**src/common/pkt_buf_pkg.sv**
```systemverilog
package pkt_buf_pkg;

    // ========================================
    // Payload types
    // ========================================

    // Metadata carried from the sop word through to the descriptor
    typedef logic [31:0] meta_t;

    // Packet length in bytes
    typedef logic [15:0] size_t;

    // Count of buffer words
    // Used for free space, capacity and release counts
    typedef logic [15:0] words_t;

    // ========================================
    // Status and state encodings
    // ========================================

    // Reason reported with drop_valid
    typedef enum logic [1:0] {
        DROP_SHORT = 2'd0,
        DROP_LONG  = 2'd1,
        DROP_ERR   = 2'd2,
        DROP_OFLOW = 2'd3
    } drop_status_e;

    // Write stage FSM
    // ST_DISCARD swallows the rest of an oversize packet
    typedef enum logic [1:0] {
        ST_IDLE    = 2'd0,
        ST_WRITE   = 2'd1,
        ST_DISCARD = 2'd2
    } wr_state_e;

endpackage
```
**src/verilog/desc_alloc.sv**
```systemverilog
`timescale 1ns/1ps

module desc_alloc
    import pkt_buf_pkg::*;
#(
    parameter int DATA_BYTES   = 8,
    parameter int ADDR_WID     = 8,
    parameter int MAX_PKT_SIZE = 200
) (
    input  logic                clk,
    input  logic                rst_n,
    // Completed packet from the write stage
    input  logic                desc_valid,
    input  size_t               desc_size,
    // Space returned by the consumer
    input  logic                rel_valid,
    input  words_t              rel_words,
    // Offer for the next packet
    output logic [ADDR_WID-1:0] nxt_addr,
    output words_t              nxt_words
);

    localparam int     DEPTH     = 1 << ADDR_WID;
    localparam int     SIZE_WID  = $bits(size_t) + 1;
    localparam int     FREE_WID  = $bits(words_t) + 1;
    localparam words_t MAX_WORDS = words_t'((MAX_PKT_SIZE + DATA_BYTES - 1) / DATA_BYTES);

    localparam logic [FREE_WID-1:0] DEPTH_W = FREE_WID'(DEPTH);

    logic [ADDR_WID-1:0] head_q;
    words_t              used_q;

    logic [SIZE_WID-1:0] size_round;
    words_t              pkt_words;
    logic [FREE_WID-1:0] free_words;

    // Bytes to words, rounded up
    assign size_round = {1'b0, desc_size} + SIZE_WID'(DATA_BYTES - 1);
    assign pkt_words  = words_t'(size_round / SIZE_WID'(DATA_BYTES));

    // ========================================
    // Head and occupancy
    // ========================================

    always_ff @(posedge clk)
    begin
        if (!rst_n)
        begin
            head_q <= '0;
            used_q <= '0;
        end
        else
        begin
            if (desc_valid)
                head_q <= head_q + pkt_words[ADDR_WID-1:0];
            // A descriptor and a release can land on the same cycle
            used_q <= used_q
                      + (desc_valid ? pkt_words : '0)
                      - (rel_valid ? rel_words : '0);
        end
    end

    // Offer never more than one maximum packet needs
    assign free_words = DEPTH_W - {1'b0, used_q};
    assign nxt_addr   = head_q;
    assign nxt_words  = (free_words > {1'b0, MAX_WORDS}) ? MAX_WORDS
                                                         : free_words[FREE_WID-2:0];

    a_rel_in_range: assert property (@(posedge clk) disable iff (!rst_n)
        rel_valid |-> rel_words <= used_q)
        else $error("release of %0d words exceeds %0d used", rel_words, used_q);

endmodule

```
**config.mk**
```make
export PLATFORM = sky130hd
export DESIGN_NAME = desc_alloc
export DESIGN_NICKNAME = d
export VERILOG_FILES = /design/src/common/pkt_buf_pkg.sv /design/src/verilog/desc_alloc.sv
export SDC_FILE = /design/constraint.sdc
export NUM_CORES = 1
export LEC_CHECK = 0
export ABC_AREA = 1
export BUFFER_PORTS_ARGS = -buffer_cell sky130_fd_sc_hd__buf_2
export CORE_MARGIN = 1.5
export CORE_UTILIZATION = 40
export CTS_BUF_LIST = sky130_fd_sc_hd__clkbuf_4
export DETAILED_ROUTE_END_ITERATION = 12
export MAX_ROUTING_LAYER = met4
export PLACE_DENSITY_LB_ADDON = 0.12
export SLEW_MARGIN = 20
export SYNTH_ARGS = -nofsm -noshare
export SYNTH_HDL_FRONTEND = slang
export SYNTH_SLANG_ARGS = --single-unit
```
**constraint.sdc**
```tcl
create_clock -name clk -period 3.6 [get_ports clk]
set_input_delay 1.08 -clock clk [delete_from_list [all_inputs] [get_ports clk]]
set_output_delay 1.08 -clock clk [all_outputs]
set_load 0.01 [all_outputs]
```
== Yosys cells after proc, flatten, opt, wreduce, memory -nomap -nowiden ==
Cells that the tools add are included.

* $lt $le $gt $ge: 1
* Muxes and demuxes: 3
* Add/subtract/negate cells: 5

{| class="wikitable"
|+ Operator list
! operator !! count
|-
| $mux W16 || 2
|-
| $add A16 B3 Y17 const B || 1
|-
| $gt A17 B5 Y1 const B || 1
|-
| $sub A9 B16 Y17 const A || 1
|-
| $add A16 B14 Y16 || 1
|-
| $sub A16 B16 Y16 || 1
|-
| $mux W14 || 1
|-
| $add A8 B8 Y8 || 1
|}

* Register bits after elaboration: 24
* Input bits: 36
* Word-level logic and storage cells: 11
* Output and inout bits: 24

== Logic depth before layout (Yosys ltp) ==
Gate-level depths: netlist of the first run.

* Depth in word-level cells: 4
* Depth in mapped cells: 20

== Least setup slack after synthesis of the first run ==
No wires, ideal clock.

* Kind: input port to flip-flop
* Start: in desc_size[3]
* End: reg used_q[11]
* Stages on the path: 18
* Data required time: 3,487 ps
* Path slack: 140 ps
* Data arrival time: 3,347 ps
* Cells stage by stage: inv_1 nor2_2 nand2_2 nor2_2 nand2_1 nand2_1 nand2_1 inv_1 nand2_1 fa_1 inv_1 ha_1 a21o_1 a21oi_1 o21ai_2 a21o_1 nor2_1 nor2_1

* Longest elaborated chain between the ends: 4

{| class="wikitable"
|+ Ends and longest elaborated chain
! element !! line !! RTL
|-
| start: declaration || desc_alloc.sv:14 || <nowiki>input size_t desc_size,</nowiki>
|-
| $add A16 B3 Y17 || desc_alloc.sv:38 || <nowiki>assign size_round = {1'b0, desc_size} + SIZE_WID'(DATA_BYTES - 1);</nowiki>
|-
| $mux W14 || desc_alloc.sv:58 || <nowiki>+ (desc_valid ? pkt_words : '0)</nowiki>
|-
| $add A16 B14 Y16 || desc_alloc.sv:58 ||
|-
| $sub A16 B16 Y16 || desc_alloc.sv:59 || <nowiki>- (rel_valid ? rel_words : '0);</nowiki>
|-
| end signal: assignment || desc_alloc.sv:57 || <nowiki>used_q <= used_q</nowiki>
|-
| end: declaration || desc_alloc.sv:31 || <nowiki>words_t used_q;</nowiki>
|}

Every way passes these cells.
A chain may end at the register's enable or synchronous reset.

== Worst setup path in the final report of the first run ==
* Start: in desc_size[3]
* End: reg used_q[12]

Same word-level chain as after synthesis.

==> results.md, run 1 <==
* Int Pwr at 1260 uW
* Die ar. at 8490 um2
* Hpwl dp at 6.97 mm
* Pwr Density at 660 nW/um2
* Crit end category: flop
* Clk Latency, worst-skew pair at 0.33 ns
* Share of the synthesized area in the top cell type at 15.1%
* Fin Setup TNS at 0 ns
* Post-route DRC at 0
* Synth area leaders: dfxtp_1 15%, nand2_1 13%, inv_1 13%
* Most common cell in the netlist: nand2_1
* Arr. time, crit path at 3.70 ns
* Site row count at 32
* Die H at 92.1 um
* Max clock buf depth at 2
* Via count at 3238
* Max incr delay on CP at 0.49 ns
* Clock root cell: clkbuf_4
* Fin Hold WS at 0.538 ns
* Initial DRT Pass Iterations at 5
* Nets@finish at 679
* Leak at 0.00228 uW
* Slowest cell on crit path: fa_1
* Port bufs at 48
* Fmax at 289 MHz
* Post-CTS Resized at 0
* Layout area overhead at 23.4%
* Mean Syn Cell Area at 6.23 um2
* Layout cells sized above 1 at 22.5%
* Cells after synthesis at 510
* Die width at 92.1 um
* DR iter-0 viols at 90
* Synth Area in XOR/XNOR at 3.03%
* Final ANT Viol Nets at 0
* Ant diodes at 0
* Core Region at 7730 um2
* Register bit total from synthesis at 24
* Proportion of synthesized area in mux cells at 0%
* Clock share of power at 5.3%
* Adder-cell share of the synthesized area at 19.7%
* Via/cell ratio at 4.61
* Initial core utilization at 41.1%
* Number of distinct library cells after synthesis at 36
* Antenna violations before repair at 0
* Final GP Congestion at 0.896
* Final Max Slew Viols at 0
* Buf/Inv on CP at 5
* Worst setup margin at 0.145 ns
* H-tree levels at 1
* # IOs at 60
* Worst-path clk slew at 0.15 ns
* Placed insts at 699
* MaxCap Viol Count at 0
* Setup Buffers After CTS at 0
* Top FF cell, synth: dfxtp_1
* Minimum clock period at 3.45 ns
* Crit Path Category: input pin to flop
* Synth Area in Compound Gates at 11.0%
* Sink Count at 24
* Largest area contributor in the netlist: dfxtp_1
* Status: complete, no violations
* Most common cell on crit path: inv_1
* Post-Synth Simple-Gate Area at 33.9%
* Worst VDD drop at 321 uV
* WP data required at 3.85 ns
* Largest net degree at the start of global routing at 25
* Crit-path cells: buf_2, inv_1, nor2_4, nand2_2, nor2_4, inv_1, xor2_1, inv_1, nand2_1, fa_1, inv_1, ha_1, a21oi_1, nand2_1, nand4_1, nand3_1, o21ai_0, a21oi_1
* Sequential power share at 16.1%
* Total track usage at 21.2%
* Hold Path Class: flop to flop
* Sw Share at 51.4%
* Hold_buf cts at 0
* Unrepaired setup endpoints after global routing: true
* Routed length per placed instance at 11.7 um
* Setup WS pre-CTS at -0.313 ns
* Vias in the first global route at 3064
* Delay-heaviest family, CP: simple AND/OR/NAND/NOR gates
* Yosys warns at 0
* Max FO, Critical Path at 4
* Main combinational cell family by area after synthesis: simple AND/OR/NAND/NOR gates
* Drt total wl at 8.22 mm
* CTS tree: yes
* Cts bufs inserted at 3
* NetSw at 1330 uW
* Layout Utilization at 50.7%
* First-pass GRT wire length at 13.8 mm
* Final Skew at 0.00425 ns
* Startpoint Class: input pin
* Gr ovfl total at 0
* EDFF count, synth at 0
* Endpoints failing setup at 0
* Logic pwr share at 78.6%
* Crit share post-route at 96.0%
* Async SR Flop Fraction at 0%
* Finished Layout Cells at 703
* Synthesized cell area at 3180 um2
* Most common library cells after synthesis: 113 x nand2_1, 110 x inv_1, 44 x nor2_1
* Seq/Total Area, Yosys at 15.1%
* Final Hold Fails at 0
-- final timing paths --
path / start / endpoint / slack [ns] / depth (start not counted)
worst max-delay path: desc_size[3] / used_q[12] / 0.15 / 18
worst min-delay path: nxt_addr[7] / nxt_addr[7] / 0.54 / 2
worst max register to register: used_q[5] / used_q[15] / 1.23 / 12
worst min register to register: nxt_addr[7] / nxt_addr[7] / 0.54 / 2
-- sequential cells by signal, indices dropped and copies added (netlist names) --
name,count
nxt_addr,8
used_q,16
-- power groups by stage --
stage	Combinational, uW	Sequential, uW	Clock (uW)
2_1_floorplan	1300	409	0
3_3_place_gp	1930	420	0
3_5_place_dp	1950	423	0
4_1_cts	1960	417	139
5_1_grt	2320	423	151
6_report	2040	416	138
-- worst register-to-register path: cells and delay by family, from the launching register on --
kind            cells  cell delay (ns)
buf+inv             3             0.25
compound gates      2             0.31
flops               1             0.39
fa+ha+maj           2             0.90
simple gates        5             0.46
-- cell usage in the layout (no fill, tap or decap), types with 10 or more instances in the layout --
cell type  netlist  layout
a21oi_1         31      28
buf_2            1      48
buf_4           11      46
conb_1           1      11
dfxtp_1         24      24
fa_1            15      15
ha_1            26      24
inv_1          110     110
nand2_1        113     113
nand3_1         39      39
nor2_1          44      43
o21ai_0         23      23
xor2_1          10      10
-- layer usage --
layer	track usage, %	routed length (um)	up-vias	share of wire (%)
li1	-	-	1740	-
met5	-	0	-	0
met1	27.6	4080	1436	50
met3	1.82	223	4	2.7
met2	35.4	3850	58	47
met4	5.13	68	0	0.83
-- through the flow --
stage / total power (uW) / cell area [um2]
floorplan: 1710 / 3220
global placement: 2350 / 3840
detailed placement: 2380 / 3840
CTS: 2520 / 3860
global route: 2900 / 3920
finish: 2590 / 3920
-- area by class of cell --
class	instances	area [um2]
fillers	819	3810
multi-input cells	363	2250
clock inverters	1	3.75
well taps	102	128
repair buffers	95	606
inverters	115	432
clock buffers	3	22.5
flip-flops and latches	24	480
-- kinds of logic (layout without fill, tap and decap cells) --
logic type,after synthesis,after routing
compound gates,64,64
xor+xnor,11,11
fa+ha+maj,41,41
buf+inv,133,214
flops,24,24
other cells,1,11
simple gates,236,236
Power figures use the tool's default switching activity.
==> inputs of run 2 (changes only) <==
--- a/config.mk
+++ b/config.mk
@@ -8,3 +8,2 @@
 export ABC_AREA = 1
-export BUFFER_PORTS_ARGS = -buffer_cell sky130_fd_sc_hd__buf_2
 export CORE_MARGIN = 1.5
@@ -13,2 +12,3 @@
 export DETAILED_ROUTE_END_ITERATION = 12
+export DONT_BUFFER_PORTS = 1
 export MAX_ROUTING_LAYER = met4
==> constraint.sdc (replaced) <==
create_clock -name clk -period 3.6 [get_ports clk]
set_input_delay 0 -clock clk [delete_from_list [all_inputs] [get_ports clk]]
set_output_delay 0 -clock clk [all_outputs]
set_load 0.01 [all_outputs]
==> run 2 against run 1 <==
Effect of this change: global-route usage shrank 0.43 points; combinational power shrank 20%; via count shrank 8.4%; worst hold slack lost 0.49 ns; total power shrank 16%; sequential share of layout area grew 2.3 points; largest power group unchanged.
==> results.md, run 2 (synthesis results as in run 1) <==
* Site row count at 32 (unchanged)
* Die width at 92.1 um (unchanged)
* Post-Layout Inst Area at 3300 um2 (was 3920 um2)
* Max-Slew Margin vs Limit at 50.8%
* Final GP Congestion at 0.900 (was 0.896)
* R2r endpoint: used_q[10] (was used_q[15])
* Initial DRT Pass Iterations at 4 (was 5)
* Crit share post-route at 82.6% (was 96.0%)
* Unrepaired setup endpoints after global routing: false (was true)
* Final Hold Fails at 0 (unchanged)
* Reg-to-reg slack, setup at 1.16 ns (was 1.23 ns)
* R2R Path Start: used_q[5] (unchanged)
* Layout cells sized above 1 at 6.47% (was 22.5%)
* Gr ovfl total at 0 (unchanged)
* Hold Path Class: input pin to flop (was flop to flop)
* Status: complete, no violations (unchanged)
* Endpoints failing setup at 0 (unchanged)
* # IOs at 60 (unchanged)
* Routed length per placed instance at 13.0 um (was 11.7 um)
* Nets@finish at 589 (was 679)
* Largest net degree at the start of global routing at 20 (was 25)
* Crit Path Category: input pin to flop (unchanged)
* Drt total wl at 7.95 mm (was 8.22 mm)
* Commonest non-fill, non-tap cell in the layout: nand2_1 (unchanged)
* Worst Tran Pin Value at 0.736 ns
* Cts bufs inserted at 3 (unchanged)
* Final ANT Viol Nets at 0 (unchanged)
* Fillers at 861 (was 819)
* First-pass GRT wire length at 13.5 mm (was 13.8 mm)
* Layout Utilization at 42.8% (was 50.7%)
* Vias in the first global route at 2833 (was 3064)
* Placed cell area at 3230 um2 (was 3840 um2)
* Fin Setup TNS at 0 ns (unchanged)
* Arr. time, crit path at 3.24 ns (was 3.70 ns)
* Max clock buf depth at 2 (unchanged)
* Finished Layout Cells at 612 (was 703)
* Initial core utilization at 41.1% (unchanged)
* Pwr Density at 659 nW/um2 (was 660 nW/um2)
* MaxCap Viol Count at 0 (unchanged)
* Sink Count at 24 (unchanged)
* Startpoint Class: input pin (unchanged)
* Crit end category: flop (unchanged)
* DR iter-0 viols at 114 (was 90)
* Hpwl dp at 6.68 mm (was 6.97 mm)
* Minimum clock period at 2.97 ns (was 3.45 ns)
* Placed insts at 604 (was 699)
* Worst Setup SP: desc_valid (was desc_size[3])
* Reg2Reg Depth at 10 (was 12)
* Worst VDD drop at 280 uV (was 321 uV)
* Via count at 2966 (was 3238)
* Fmax at 336 MHz (was 289 MHz)
* Worst-path clk slew at 0.16 ns (was 0.15 ns)
* Hold_buf cts at 3 (was 0)
* Via/cell ratio at 4.85 (was 4.61)
* Ant diodes at 0 (unchanged)
* Post-route DRC at 0 (unchanged)
* Antenna violations before repair at 0 (unchanged)
* WP data required at 3.87 ns (was 3.85 ns)
* Core Region at 7730 um2 (unchanged)
* Leak at 0.00187 uW (was 0.00228 uW)
* Final Skew at 0.0115 ns (was 0.00425 ns)
* CP Capture Point: used_q[15] (was used_q[12])
* Port bufs at 0 (was 48)
* Reg with most FFs: used_q (unchanged)
* Die H at 92.1 um (unchanged)
* Post-CTS Resized at 0 (unchanged)
* Setup Buffers After CTS at 0 (unchanged)
* H-tree levels at 1 (unchanged)
* Die ar. at 8490 um2 (unchanged)
* Most frequent cells in the layout: 113 x nand2_1, 110 x inv_1, 44 x nor2_1 (was 113 x nand2_1, 110 x inv_1, 48 x buf_2)
* CTS tree: yes (unchanged)
* Max FFs per register at 16 (unchanged)
* Layout area overhead at 3.98% (was 23.4%)
* Total track usage at 20.7% (was 21.2%)
* Max FO, Critical Path at 14 (was 4)
* Final Max Slew Viols at 0 (unchanged)
* Clock root cell: clkbuf_4 (unchanged)
* Clk Latency, worst-skew pair at 0.33 ns (about the same)
run 2: changes by cell type in the layout (fill, tap and decap cells not counted), moves of 2 or more:
cell           previous run  this run
ha_1                     24        26
buf_4                    46         0
nor2_4                    2         0
a21oi_1                  28        31
buf_2                    48         0
a21oi_2                   3         0
dlygate4sd3_1             0         5
run 2: worst min path at each step:
stage | startpoint | endpoint | slack, ns | depth (start not counted)
finish | desc_size[10] | nxt_addr[7] | 0.05 | 6
global route | desc_size[10] | nxt_addr[7] | 0.12 | 5
CTS | rel_valid | used_q[15] | 0.004 | 4
detailed placement | rst_n | used_q[0] | 0.12 | 2
global placement | rst_n | used_q[0] | 0.10 | 2
floorplan | rel_words[15] | used_q[15] | 0.29 | 4
run 2: through the flow:
stage | hold slack (ns) | setup WS [ns] | total power, uW
2_1_floorplan | 0.285 | 1.22 | 1710
3_3_place_gp | 0.103 | 0.870 | 2020
3_5_place_dp | 0.119 | 0.849 | 2030
4_1_cts | 0.00361 | 0.635 | 2180
5_1_grt | 0.123 | 0.415 | 2460
6_report | 0.0480 | 0.627 | 2180
run 2: final cells by class:
class | count | area, um2 | share of cell area (%)
clock buffers | 3 | 22.5 | 0.682
inverters | 115 | 432 | 13.1
multi-input cells | 363 | 2190 | 66.3
flip-flops and latches | 24 | 480 | 14.5
well taps | 102 | 128 | 3.86
repair buffers | 5 | 50.0 | 1.51
run 2: metal layers:
layer / GRT usage (%) / vias up / part of all wire (%)
met1: 26.3 / 1315 / 48
met3: 3.15 / 10 / 5.1
met5: - / - / 0
met2: 34.7 / 77 / 45
li1: - / 1564 / -
met4: 4.87 / 0 / 1.8
run 2: worst max-delay path, stage by stage:
cell	delay, ns
dlygate4sd3_1	0.85
inv_1	0.26
nor4_1	0.31
nand3_1	0.15
fa_1	0.50
inv_1	0.04
ha_1	0.29
inv_1	0.09
nor3_1	0.34
a21oi_1	0.15
nand2_1	0.08
nand2_1	0.05
a21oi_1	0.13
run 2: power by group:
| part | internal, uW | switching [uW] |
|---|---|---|
| clock network | 39.3 | 96.7 |
| registers | 355 | 59.2 |
| logic | 570 | 1060 |
