[config.mk]
export PLATFORM = sky130hd
export DESIGN_NAME = packet_write
export DESIGN_NICKNAME = d
export VERILOG_FILES = /design/src/common/pkt_buf_pkg.sv /design/src/packet_write/packet_write.sv
export SDC_FILE = /design/constraint.sdc
export NUM_CORES = 1
export LEC_CHECK = 0
export BUFFER_PORTS_ARGS = -buffer_cell sky130_fd_sc_hd__clkbuf_2
export CELL_PAD_IN_SITES_DETAIL_PLACEMENT = 1
export CELL_PAD_IN_SITES_GLOBAL_PLACEMENT = 2
export CORE_AREA = 10 10 180 182
export DETAILED_ROUTE_END_ITERATION = 16
export DIE_AREA = 0 0 190 192
export HOLD_SLACK_MARGIN = 0.06
export PLACE_DENSITY_LB_ADDON = 0.12
export REMOVE_ABC_BUFFERS = 1
export SETUP_SLACK_MARGIN = 0.5
export SLEW_MARGIN = 5
export SYNTH_ARGS = -nofsm -noshare
export SYNTH_HDL_FRONTEND = slang
export SYNTH_SLANG_ARGS = --single-unit
export TNS_END_PERCENT = 1
[constraint.sdc]
create_clock -name clk -period 6.6 [get_ports clk]
set_input_delay 1.32 -clock clk [delete_from_list [all_inputs] [get_ports clk]]
set_output_delay 1.32 -clock clk [all_outputs]
set_load 0.02 [all_outputs]
[src/common/pkt_buf_pkg.sv]
package pkt_buf_pkg;

    // ========================================
    // Payload types
    // ========================================

    // Metadata carried from the sop word through to the descriptor
    typedef logic [31:0] meta_t;

    // Packet length in bytes
    typedef logic [15:0] size_t;

    // Count of buffer words
    // Used for free space, capacity and release counts
    typedef logic [15:0] words_t;

    // ========================================
    // Status and state encodings
    // ========================================

    // Reason reported with drop_valid
    typedef enum logic [1:0] {
        DROP_SHORT = 2'd0,
        DROP_LONG  = 2'd1,
        DROP_ERR   = 2'd2,
        DROP_OFLOW = 2'd3
    } drop_status_e;

    // Write stage FSM
    // ST_DISCARD swallows the rest of an oversize packet
    typedef enum logic [1:0] {
        ST_IDLE    = 2'd0,
        ST_WRITE   = 2'd1,
        ST_DISCARD = 2'd2
    } wr_state_e;

endpackage
[src/packet_write/packet_write.sv]
`timescale 1ns/1ps

module packet_write
    import pkt_buf_pkg::*;
#(
    parameter int DATA_BYTES   = 8,
    parameter int ADDR_WID     = 8,
    parameter int MIN_PKT_SIZE = 40,
    parameter int MAX_PKT_SIZE = 200,
    parameter bit DROP_ERRORED = 1'b1
) (
    input  logic                            clk,
    input  logic                            rst_n,
    // Packet input with one word per cycle
    input  logic                            in_valid,
    input  logic                            in_sop,
    input  logic                            in_eop,
    input  logic [DATA_BYTES*8-1:0]         in_data,
    input  logic [$clog2(DATA_BYTES+1)-1:0] in_bytes,
    input  logic                            in_err,
    input  meta_t                           in_meta,
    // Offer from the allocator
    input  logic [ADDR_WID-1:0]             nxt_addr,
    input  words_t                          nxt_words,
    // Buffer write port
    output logic                            mem_wr_en,
    output logic [ADDR_WID-1:0]             mem_wr_addr,
    output logic [DATA_BYTES*8-1:0]         mem_wr_data,
    // Completion report
    output logic                            desc_valid,
    output logic [ADDR_WID-1:0]             desc_addr,
    output size_t                           desc_size,
    output meta_t                           desc_meta,
    output logic                            desc_err,
    output logic                            drop_valid,
    output drop_status_e                    drop_status
);

    localparam size_t WORD_BYTES = size_t'(DATA_BYTES);
    localparam size_t MIN_SIZE   = size_t'(MIN_PKT_SIZE);
    localparam size_t MAX_SIZE   = size_t'(MAX_PKT_SIZE);

    wr_state_e           state_q;
    wr_state_e           state_d;

    // Context latched at sop
    logic [ADDR_WID-1:0] start_addr_q;
    words_t              cap_q;
    meta_t               meta_q;
    words_t              word_cnt_q;
    size_t               byte_cnt_q;

    logic                accept;
    logic [ADDR_WID-1:0] cur_start;
    words_t              cur_cap;
    words_t              cur_idx;
    words_t              new_words;
    meta_t               cur_meta;
    size_t               prev_bytes;
    size_t               word_bytes;
    size_t               new_bytes;
    logic                discarding;
    logic                too_long;
    logic                fits;
    logic                pkt_done;
    logic                drop_d;
    drop_status_e        status_d;

    // ========================================
    // Per-word view of the packet
    // ========================================

    // On the sop word the context comes straight from the inputs,
    // so a single-word packet needs no special path
    always_comb
    begin
        accept     = in_valid && (in_sop || state_q != ST_IDLE);
        cur_start  = in_sop ? nxt_addr : start_addr_q;
        cur_cap    = in_sop ? nxt_words : cap_q;
        cur_meta   = in_sop ? in_meta : meta_q;
        cur_idx    = in_sop ? '0 : word_cnt_q;
        prev_bytes = in_sop ? '0 : byte_cnt_q;
        discarding = !in_sop && state_q == ST_DISCARD;

        word_bytes = in_eop ? size_t'(in_bytes) : WORD_BYTES;
        new_bytes  = prev_bytes + word_bytes;
        new_words  = cur_idx + words_t'(1);

        too_long   = discarding || new_bytes > MAX_SIZE;
        // Word index still inside the space offered at sop
        fits       = cur_idx < cur_cap;
        pkt_done   = accept && in_eop;
    end

    // Outcome at eop with the highest priority first
    always_comb
    begin
        drop_d   = 1'b1;
        status_d = DROP_LONG;
        if (too_long)
            status_d = DROP_LONG;
        else if (new_bytes < MIN_SIZE)
            status_d = DROP_SHORT;
        else if (new_words > cur_cap)
            status_d = DROP_OFLOW;
        else if (in_err && DROP_ERRORED)
            status_d = DROP_ERR;
        else
            drop_d = 1'b0;
    end

    // ========================================
    // FSM
    // ========================================

    always_comb
    begin
        state_d = state_q;
        if (accept)
        begin
            if (in_eop)
                state_d = ST_IDLE;
            else if (too_long)
                state_d = ST_DISCARD;
            else
                state_d = ST_WRITE;
        end
    end

    always_ff @(posedge clk)
    begin
        if (!rst_n)
        begin
            state_q    <= ST_IDLE;
            mem_wr_en  <= 1'b0;
            desc_valid <= 1'b0;
            drop_valid <= 1'b0;
        end
        else
        begin
            state_q    <= state_d;
            mem_wr_en  <= accept && !too_long && fits;
            desc_valid <= pkt_done && !drop_d;
            drop_valid <= pkt_done && drop_d;
        end
    end

    // Counters freeze once the packet is known to be too long
    always_ff @(posedge clk)
    begin
        if (accept)
        begin
            start_addr_q <= cur_start;
            cap_q        <= cur_cap;
            meta_q       <= cur_meta;
            if (!too_long)
            begin
                word_cnt_q <= new_words;
                byte_cnt_q <= new_bytes;
            end
        end

        // Address wraps at the buffer end
        mem_wr_addr <= cur_start + cur_idx[ADDR_WID-1:0];
        mem_wr_data <= in_data;

        if (pkt_done)
        begin
            desc_addr   <= cur_start;
            desc_size   <= new_bytes;
            desc_meta   <= cur_meta;
            desc_err    <= in_err;
            drop_status <= status_d;
        end
    end

    // ========================================
    // Assertions
    // ========================================

    a_eop_bytes: assert property (@(posedge clk) disable iff (!rst_n)
        in_valid && in_eop |-> in_bytes != '0)
        else $error("eop word with zero valid bytes");

    a_no_nested_sop: assert property (@(posedge clk) disable iff (!rst_n)
        in_valid && state_q != ST_IDLE |-> !in_sop)
        else $error("sop while a packet is in progress");

endmodule

=== Word level (Yosys, flattened, before mapping) ===
Cells that the tools add are included.

* Flip-flop bits (word level): 224
* Bits in latches: 0
* Memory bits (writable): 0
* Bits in read-only memories: 0
* Logic and storage cells: 56
* Memories: 0

* Add/subtract/negate cells: 3
* $mul: 0
* Divide/modulo/power cells: 0
* $lt $le $gt $ge: 4
* Equality and inequality tests: 1
* Shift-type cells: 0
* Multiplexer cells: 15
* Bitwise gates (word level): 1
* Reduce and logical (&&, ||, !) cells: 15

{| class="wikitable"
|+ Operators with widths
! operator !! number
|-
| $mux W16 || 3
|-
| $mux W32 || 1
|-
| $add A16 B1 Y16 const B || 1
|-
| $add A16 B4 Y16 || 1
|-
| $gt A16 B16 Y1 || 1
|-
| $gt A16 B8 Y1 const B || 1
|-
| $lt A16 B16 Y1 || 1
|-
| $lt A16 B6 Y1 const B || 1
|-
| $add A8 B8 Y8 || 1
|-
| $mux W2 || 4
|-
| $mux W8 || 1
|-
| $logic_and A1 B1 Y1 || 7
|-
| $mux W1 || 5
|-
| $mux W4 || 1
|-
| $logic_not A1 Y1 || 3
|-
| $eq A2 B2 Y1 const B || 1
|-
| $logic_or A1 B1 Y1 || 2
|-
| $reduce_and A2 Y1 || 1
|-
| $reduce_bool A2 Y1 || 1
|-
| $reduce_or A2 Y1 || 1
|-
| $not A1 Y1 || 1
|}

=== Logic depth before layout (Yosys ltp) ===
Gate-level depths: netlist of run 1.

* Word-level depth: 8
* Gate-level depth with buffers: 16

=== Worst setup path before layout of run 1 ===
No wires, ideal clock.

* Kind: input -> register
* From: input port in_sop
* To: register byte_cnt_q[0], enable pin
* Library setup time: 421 ps
* Arrival: 5,841 ps
* Data required time: 6,179 ps
* Slack: 338 ps
* Cell stages on the path: 13
* Path through: buf_1 > clkbuf_1 > buf_1 > nor2b_1 > ha_1 > fa_1 > a211oi_2 > nor2_1 > and4_1 > o41ai_2 > o2111ai_2 > or2_4 > nor2_1

* Longest elaborated chain between the ends: 6

{| class="wikitable"
|+ RTL lines
! what !! line !! RTL
|-
| start, declared || packet_write.sv:16 || <nowiki>input logic in_sop,</nowiki>
|-
| $mux W16 || packet_write.sv:82 || <nowiki>prev_bytes = in_sop ? '0 : byte_cnt_q;</nowiki>
|-
| $add A16 B4 Y16 || packet_write.sv:86 || <nowiki>new_bytes = prev_bytes + word_bytes;</nowiki>
|-
| $gt A16 B8 Y1 || packet_write.sv:89 || <nowiki>too_long = discarding || new_bytes > MAX_SIZE;</nowiki>
|-
| $logic_or A1 B1 Y1 || packet_write.sv:89 ||
|-
| $not A1 Y1 (no line) || - ||
|-
| $reduce_and A2 Y1 (no line) * || - ||
|-
| end signal, assigned || packet_write.sv:159 || <nowiki>byte_cnt_q <= new_bytes;</nowiki>
|-
| end, declared || packet_write.sv:51 || <nowiki>size_t byte_cnt_q;</nowiki>
|}

Every way passes the cells marked *; elsewhere a longest branch is shown, timed or not.
A chain may end at the register's enable or synchronous reset.

=== Worst setup path in the final report of run 1 ===
* From: input port in_sop
* To: register byte_cnt_q[8], enable pin

Same word-level chain as after synthesis.

==> impl_metrics.json, run 1 <==
{
  "comb_power_share": 0.097,
  "synthTopCellsByArea": "edfxtp_1 50%, dfxtp_1 17%, ha_1 6.2%",
  "critical_path_arrival_ps": 4500,
  "place_congestion": 0.832,
  "setup_slack_ps": 2300,
  "final-seq-area_um2": 5960,
  "n_antenna_cell": 0,
  "tritoncts": "built",
  "tightest_slew_ps": 845,
  "critical_path_peak_fanout": 22,
  "irDropWorstVdd_mv": 0.185,
  "total_power_mw": 3.27,
  "synth_cells": 601,
  "fin_nets": 1062,
  "antenna_found_initial": 0,
  "wl_per_cell_um": 18.7,
  "fmax_ghz": 0.233,
  "synth.most_common_cell": "edfxtp_1",
  "met1_usage": 0.164,
  "syn-cell-area_um2": 8810,
  "clockPowerShare": 0.416,
  "post-dp-hpwl_mm": 18.4,
  "synth_commonest_cells": "147 x edfxtp_1, 77 x dfxtp_1, 44 x ha_1, 41 x mux2_2, 29 x nor2_1",
  "post_cts_buffers": 0,
  "ant_nets": 0,
  "synth_top_area_frac": 0.501,
  "clock_skew_ps": 12.7,
  "power_leakage_nw": 4.86,
  "synth_largest_area_cell": "edfxtp_1",
  "async_flop_share": 0,
  "path_clk_slew_ps": 60,
  "use_met3": 0.0531,
  "grt_pass1_wl_mm": 37.3,
  "synth-edff-count": 147,
  "syn-mean-instance-area_um2": 14.7,
  "internal-power_mw": 2.51,
  "cts_sinks": 224,
  "cts.htree.levels": 1,
  "critPathKind": "input pin to register",
  "clock_path_buffers": 3,
  "rows": 62,
  "grt_pass1_vias": 6566,
  "multi_input_area_um2": 2720,
  "yosys_warnings": 0,
  "p_per_area_nw_per_um2": 286,
  "die_area_um2": 36500,
  "seqPwrFrac": 0.487,
  "fin_setup_tns_ps": 0,
  "drv_cap": 0,
  "port_buffers": 263,
  "synth_flop_cell": "edfxtp_1",
  "coreArea_um2": 28600,
  "status": "complete, no violations",
  "synth_cell_types": 58,
  "cts_resized": 0,
  "period_needed_ps": 4300,
  "vias": 5897,
  "io_pins": 264,
  "min_period_over_period": 0.651,
  "layout-drive-gt1-share": 0.393,
  "via_per_inst": 4.57,
  "area_growth_pct": 29.6,
  "grt.overflow.total": 0,
  "track_usage": 0.128,
  "ys_ff_latch": 224,
  "dp_slack_ps": 1780,
  "clock_latency_ps": 520,
  "cts_buffers": 25,
  "r2r_slack_ps": 3010,
  "rsz0062_at_grt": "no",
  "fillers": 3092,
  "sw_frac_of_total": 0.232,
  "setup_viol": 0,
  "firstDrtPassIters": 4,
  "fp.dieW_um": 190,
  "hp-class": "register to register",
  "grt_max_degree": 48,
  "yosysSeqAreaShare": 0.676,
  "start_util": 0.308,
  "crit_path_end_kind": "register",
  "busiest_layer": "met2",
  "cp-start-kind": "input pin",
  "ctsRootBufferMaster": "clkbuf_16",
  "crit_required_ps": 6800,
  "drv_slew": 0,
  "drc": 0,
  "slew_headroom": 0.435,
  "drt-initial-drc-count": 240,
  "hold_viol": 0,
  "routed_wl_mm": 24.2,
  "holdBufCountCts": 0,
  "net-switching-power_mw": 0.759,
  "grt_util_met2": 0.197,
  "die_y_um": 192
}
-- logic make-up after synthesis --
kind of cell,Yosys count,share of synthesized area
multiplexers,57,0.0706
AND/OR/NAND/NOR,134,0.0835
adder cells (fa/ha/maj),46,0.0670
XOR/XNOR,31,0.0308
buffers and inverters,39,0.0168
AO/OA/AOI/OAI,70,0.0554
flip-flops,224,0.676
-- through the flow --
| stage | hold WS (ps) | instance area (µm²) | util | std cells |
|---|---|---|---|---|
| 2_1_floorplan | 450 | 8770 | - | 590 |
| 3_3_place_gp | 471 | 10600 | 0.371 | 1243 |
| 3_5_place_dp | 516 | 10600 | 0.371 | 1243 |
| 4_1_cts | 527 | 11400 | 0.399 | 1289 |
| 5_1_grt | 564 | 11400 | 0.399 | 1289 |
| 6_report | 540 | 11400 | 0.399 | 1289 |
-- registers in the layout (all words and copies together), names as in the netlist --
signal and flops:
desc_meta 32, drop_status 2, word_cnt_q 16, desc_size 16, meta_q 32, desc_addr 8
cap_q 16, byte_cnt_q 16, start_addr_q 8, drop_valid 1, desc_err 1, state_q 2
mem_wr_en 1, mem_wr_data 64, mem_wr_addr 8, desc_valid 1
-- placed cells by master, fill, tap and decap left out, types with 2 or more instances in the layout --
master	synthesis	routed
clkbuf_2	0	262
edfxtp_1	147	147
dfxtp_1	77	77
ha_1	44	44
mux2_2	41	41
inv_1	28	27
nor2_1	29	27
clkbuf_16	0	25
nor2b_1	23	23
a21oi_1	20	20
xor2_1	19	19
mux2i_1	16	16
nand3_1	16	16
nand2_1	15	15
xnor2_1	12	12
nand4_1	11	11
o21ai_0	11	11
clkbuf_1	3	9
nor3_1	7	7
and2_1	7	7
and3_1	7	7
buf_4	0	7
a211oi_1	6	6
a21o_1	5	5
clkinv_2	0	4
clkinv_1	0	4
nand2b_1	3	3
and4_1	3	3
o21bai_1	3	3
bufinv_16	0	3
a211o_1	2	2
a31oi_1	2	2
o21a_1	2	2
a221oi_1	2	2
a311o_1	2	2
o211ai_1	2	2
nor3_2	2	2
fa_1	2	2
-- power by group through the flow --
stage | combinational [mW] | clock, mW | sequential [mW]
2_1_floorplan | 0.124 | 0 | 1.67
3_3_place_gp | 0.318 | 0 | 1.62
3_5_place_dp | 0.325 | 0 | 1.62
4_1_cts | 0.327 | 1.41 | 1.59
5_1_grt | 0.355 | 1.47 | 1.60
6_report | 0.318 | 1.36 | 1.59
-- layer usage --
layer	vias up	wire length (µm)
met4	0	404
met1	2834	10900
met3	33	2360
li1	2794	-
met5	-	0
met2	236	10500
-- worst max-delay path, stage by stage --
cell       delay [ps]
buf_4             290
nor2b_1            90
ha_1              230
fa_1              460
a211oi_2          400
nor2_1            200
and4_1            240
o41ai_2           320
o2111ai_2         230
or2_4             310
nor2_2            110
buf_4             270
-- area by class of cell --
class                           count  share of cell area
Sequential cell                   224               0.522
Clock inverter                     12              0.0117
Multi-Input combinational cell    338               0.238
Tap cell                          384              0.0421
Clock buffer                       34              0.0578
Timing Repair Buffer              269               0.119
Inverter                           28             0.00921
-- path summary, 6_finish.rpt --
| check | start | endpoint | cells after the start |
|---|---|---|---|
| worst max-delay path | in_sop | byte_cnt_q[8]$_DFFE_PP_ | 12 |
| worst min-delay path | state_q[1]$_SDFFE_PN0P_ | state_q[1]$_SDFFE_PN0P_ | 2 |
| worst max register to register | byte_cnt_q[0]$_DFFE_PP_ | byte_cnt_q[8]$_DFFE_PP_ | 11 |
| worst min register to register | state_q[1]$_SDFFE_PN0P_ | state_q[1]$_SDFFE_PN0P_ | 2 |
Power figures use the tool's default switching activity.
==> inputs of run 2 (changes only) <==
==> constraint.sdc (replaced) <==
create_clock -name clk -period 3.93 [get_ports clk]
set_input_delay 0.786 -clock clk [delete_from_list [all_inputs] [get_ports clk]]
set_output_delay 0.786 -clock clk [all_outputs]
set_load 0.02 [all_outputs]
==> run 2 against run 1 <==
Net effect:
- via count rose by 2.9%
- die area did not move
- total power rose by 75%
- global-route usage rose by 0.077 points
- sequential share of layout area fell by 2.1 points
- routed wire length rose by 2.0%
- worst setup slack got worse by 1800 ps
- clock power rose by 82%
- critical endpoint is now byte_cnt_q[0]$_DFFE_PP_
- largest cell class unchanged
==> impl_metrics.json, run 2 (synthesis results as in run 1) <==
{
  "track_usage": 0.129,
  "port_buffers": 263,
  "setup_viol": 0,
  "n_antenna_cell": 0,
  "power_leakage_nw": 5.10,
  "critPathKind": "input pin to register",
  "place_congestion": 0.835,
  "placed_area_um2": 10900,
  "holdPathStages": 1,
  "layout_common_cells": "261 x clkbuf_2, 147 x edfxtp_1, 77 x dfxtp_1, 43 x ha_1, 41 x mux2_2",
  "ant_nets": 0,
  "comb_power_share": 0.100,
  "regMostFlops": "mem_wr_data",
  "tritoncts": "built",
  "routed_wl_mm": 24.6,
  "crit_path_end_kind": "register",
  "min_period_over_period": 0.867,
  "fin_nets": 1094,
  "grt_max_degree": 60,
  "period_needed_ps": 3410,
  "die_area_um2": 36500,
  "drv_slew": 0,
  "grt_pass1_wl_mm": 37.7,
  "drv_cap": 0,
  "internal-power_mw": 4.42,
  "tightest_slew_ps": 521,
  "cts.htree.levels": 1,
  "drt-initial-drc-count": 227,
  "fmax_ghz": 0.294,
  "clock_latency_ps": 530,
  "final_area_um2": 11900,
  "path_clk_slew_ps": 60,
  "final-seq-area_um2": 5960,
  "net-switching-power_mw": 1.29,
  "slew_headroom": 0.652,
  "grt_pass1_vias": 6711,
  "coreArea_um2": 28600,
  "ctsRootBufferMaster": "clkbuf_16",
  "die_y_um": 192,
  "rsz0062_at_grt": "yes",
  "fillers": 3065,
  "fp.dieW_um": 190,
  "antenna_found_initial": 0,
  "rows": 62,
  "grt.overflow.total": 0,
  "clock_path_buffers": 3,
  "cts_buffers": 26,
  "cts_sinks": 224,
  "largest_registers": "mem_wr_data (64), desc_meta (32), meta_q (32)",
  "hold_viol": 0,
  "drc": 0,
  "post-dp-hpwl_mm": 18.6,
  "dp.cells": 1270,
  "clock_skew_ps": 13.8,
  "seqPwrFrac": 0.468,
  "start_util": 0.308,
  "cp-start-kind": "input pin",
  "wl_per_cell_um": 18.6,
  "multi_input_area_um2": 2770,
  "critical_path_peak_fanout": 8,
  "crit_required_ps": 4170,
  "status": "complete, no violations",
  "holdBufCountCts": 0,
  "vias": 6067,
  "clockPowerShare": 0.432,
  "r2r_slack_ps": 560,
  "rr_worst_depth": 13,
  "firstDrtPassIters": 4,
  "largest_register_ffs": 64,
  "critical_path_arrival_ps": 3650,
  "sw_frac_of_total": 0.226,
  "area_growth_pct": 35.1,
  "layout-drive-gt1-share": 0.423,
  "irDropWorstVdd_mv": 0.306,
  "p_per_area_nw_per_um2": 480,
  "hp-class": "input pin to register",
  "via_per_inst": 4.59,
  "io_pins": 264,
  "final_common_cell": "clkbuf_2",
  "final_cells": 1321
}
-- run 2: cell types whose count changed in the layout (fill, tap and decap cells not counted), sizes merged --
cell    change
clkbuf      +3
buf        +29
inv         -1
bufinv      +1
-- run 2: metrics by stage --
stage	util	setup TNS [ps]	hold WS (ps)	total power, mW	setup slack [ps]
2_1_floorplan	-	-27930	450	3.02	-873
5_1_grt	0.416	0	319	5.99	422
6_report	0.416	0	358	5.71	524
4_1_cts	0.410	0	324	5.81	556
3_3_place_gp	0.379	0	474	3.28	92.8
3_5_place_dp	0.379	0	475	3.29	25.8
-- run 2: timing repair --
action	4_1_cts	5_1_grt
buffers inserted	0	2
gates resized for setup	0	20
endpoints found under the setup margin	0	36
-- run 2: worst paths after layout --
| path | to | start |
|---|---|---|
| worst max-delay path | byte_cnt_q[0]$_DFFE_PP_ | in_eop |
| worst min-delay path | mem_wr_data[58]$_DFF_P_ | in_data[58] |
| worst max register to register | byte_cnt_q[0]$_DFFE_PP_ | byte_cnt_q[0]$_DFFE_PP_ |
| worst min register to register | state_q[1]$_SDFFE_PN0P_ | state_q[1]$_SDFFE_PN0P_ |
-- run 2: layout make-up --
| cell class | instances | share of cell area |
|---|---|---|
| Timing Repair Buffer | 300 | 0.144 |
| Multi-Input combinational cell | 338 | 0.233 |
| Clock inverter | 12 | 0.0129 |
| Sequential cell | 224 | 0.500 |
| Inverter | 28 | 0.00883 |
| Clock buffer | 35 | 0.0610 |
| Tap cell | 384 | 0.0404 |
-- run 2: routing by layer --
| layer | wire length, µm | vias up | track usage |
|---|---|---|---|
| li1 | - | 2865 | - |
| met1 | 11000 | 2938 | 0.162 |
| met2 | 10800 | 234 | 0.199 |
| met3 | 2470 | 30 | 0.0564 |
| met4 | 364 | 0 | 0.0324 |
| met5 | 0 | - | 0 |
-- run 2: worst max-delay path: stages --
cell       delay (ps)
clkbuf_4          140
and2_4            150
ha_4              170
fa_2              420
a211oi_4          280
buf_6             150
nor4b_4            40
mux2i_1           150
o41ai_2           430
o2111ai_2         200
or2_4             300
nor2_4            130
buf_12            140
clkbuf_16         160
-- run 2: power groups by stage --
| stage | Sequential (mW) | Combinational [mW] | Clock (mW) |
|---|---|---|---|
| final | 2.67 | 0.571 | 2.47 |
| after global routing | 2.68 | 0.635 | 2.67 |
| after CTS | 2.67 | 0.576 | 2.56 |
| after detailed placement | 2.72 | 0.573 | 0 |
| after global placement | 2.72 | 0.558 | 0 |
| after floorplan | 2.81 | 0.209 | 0 |
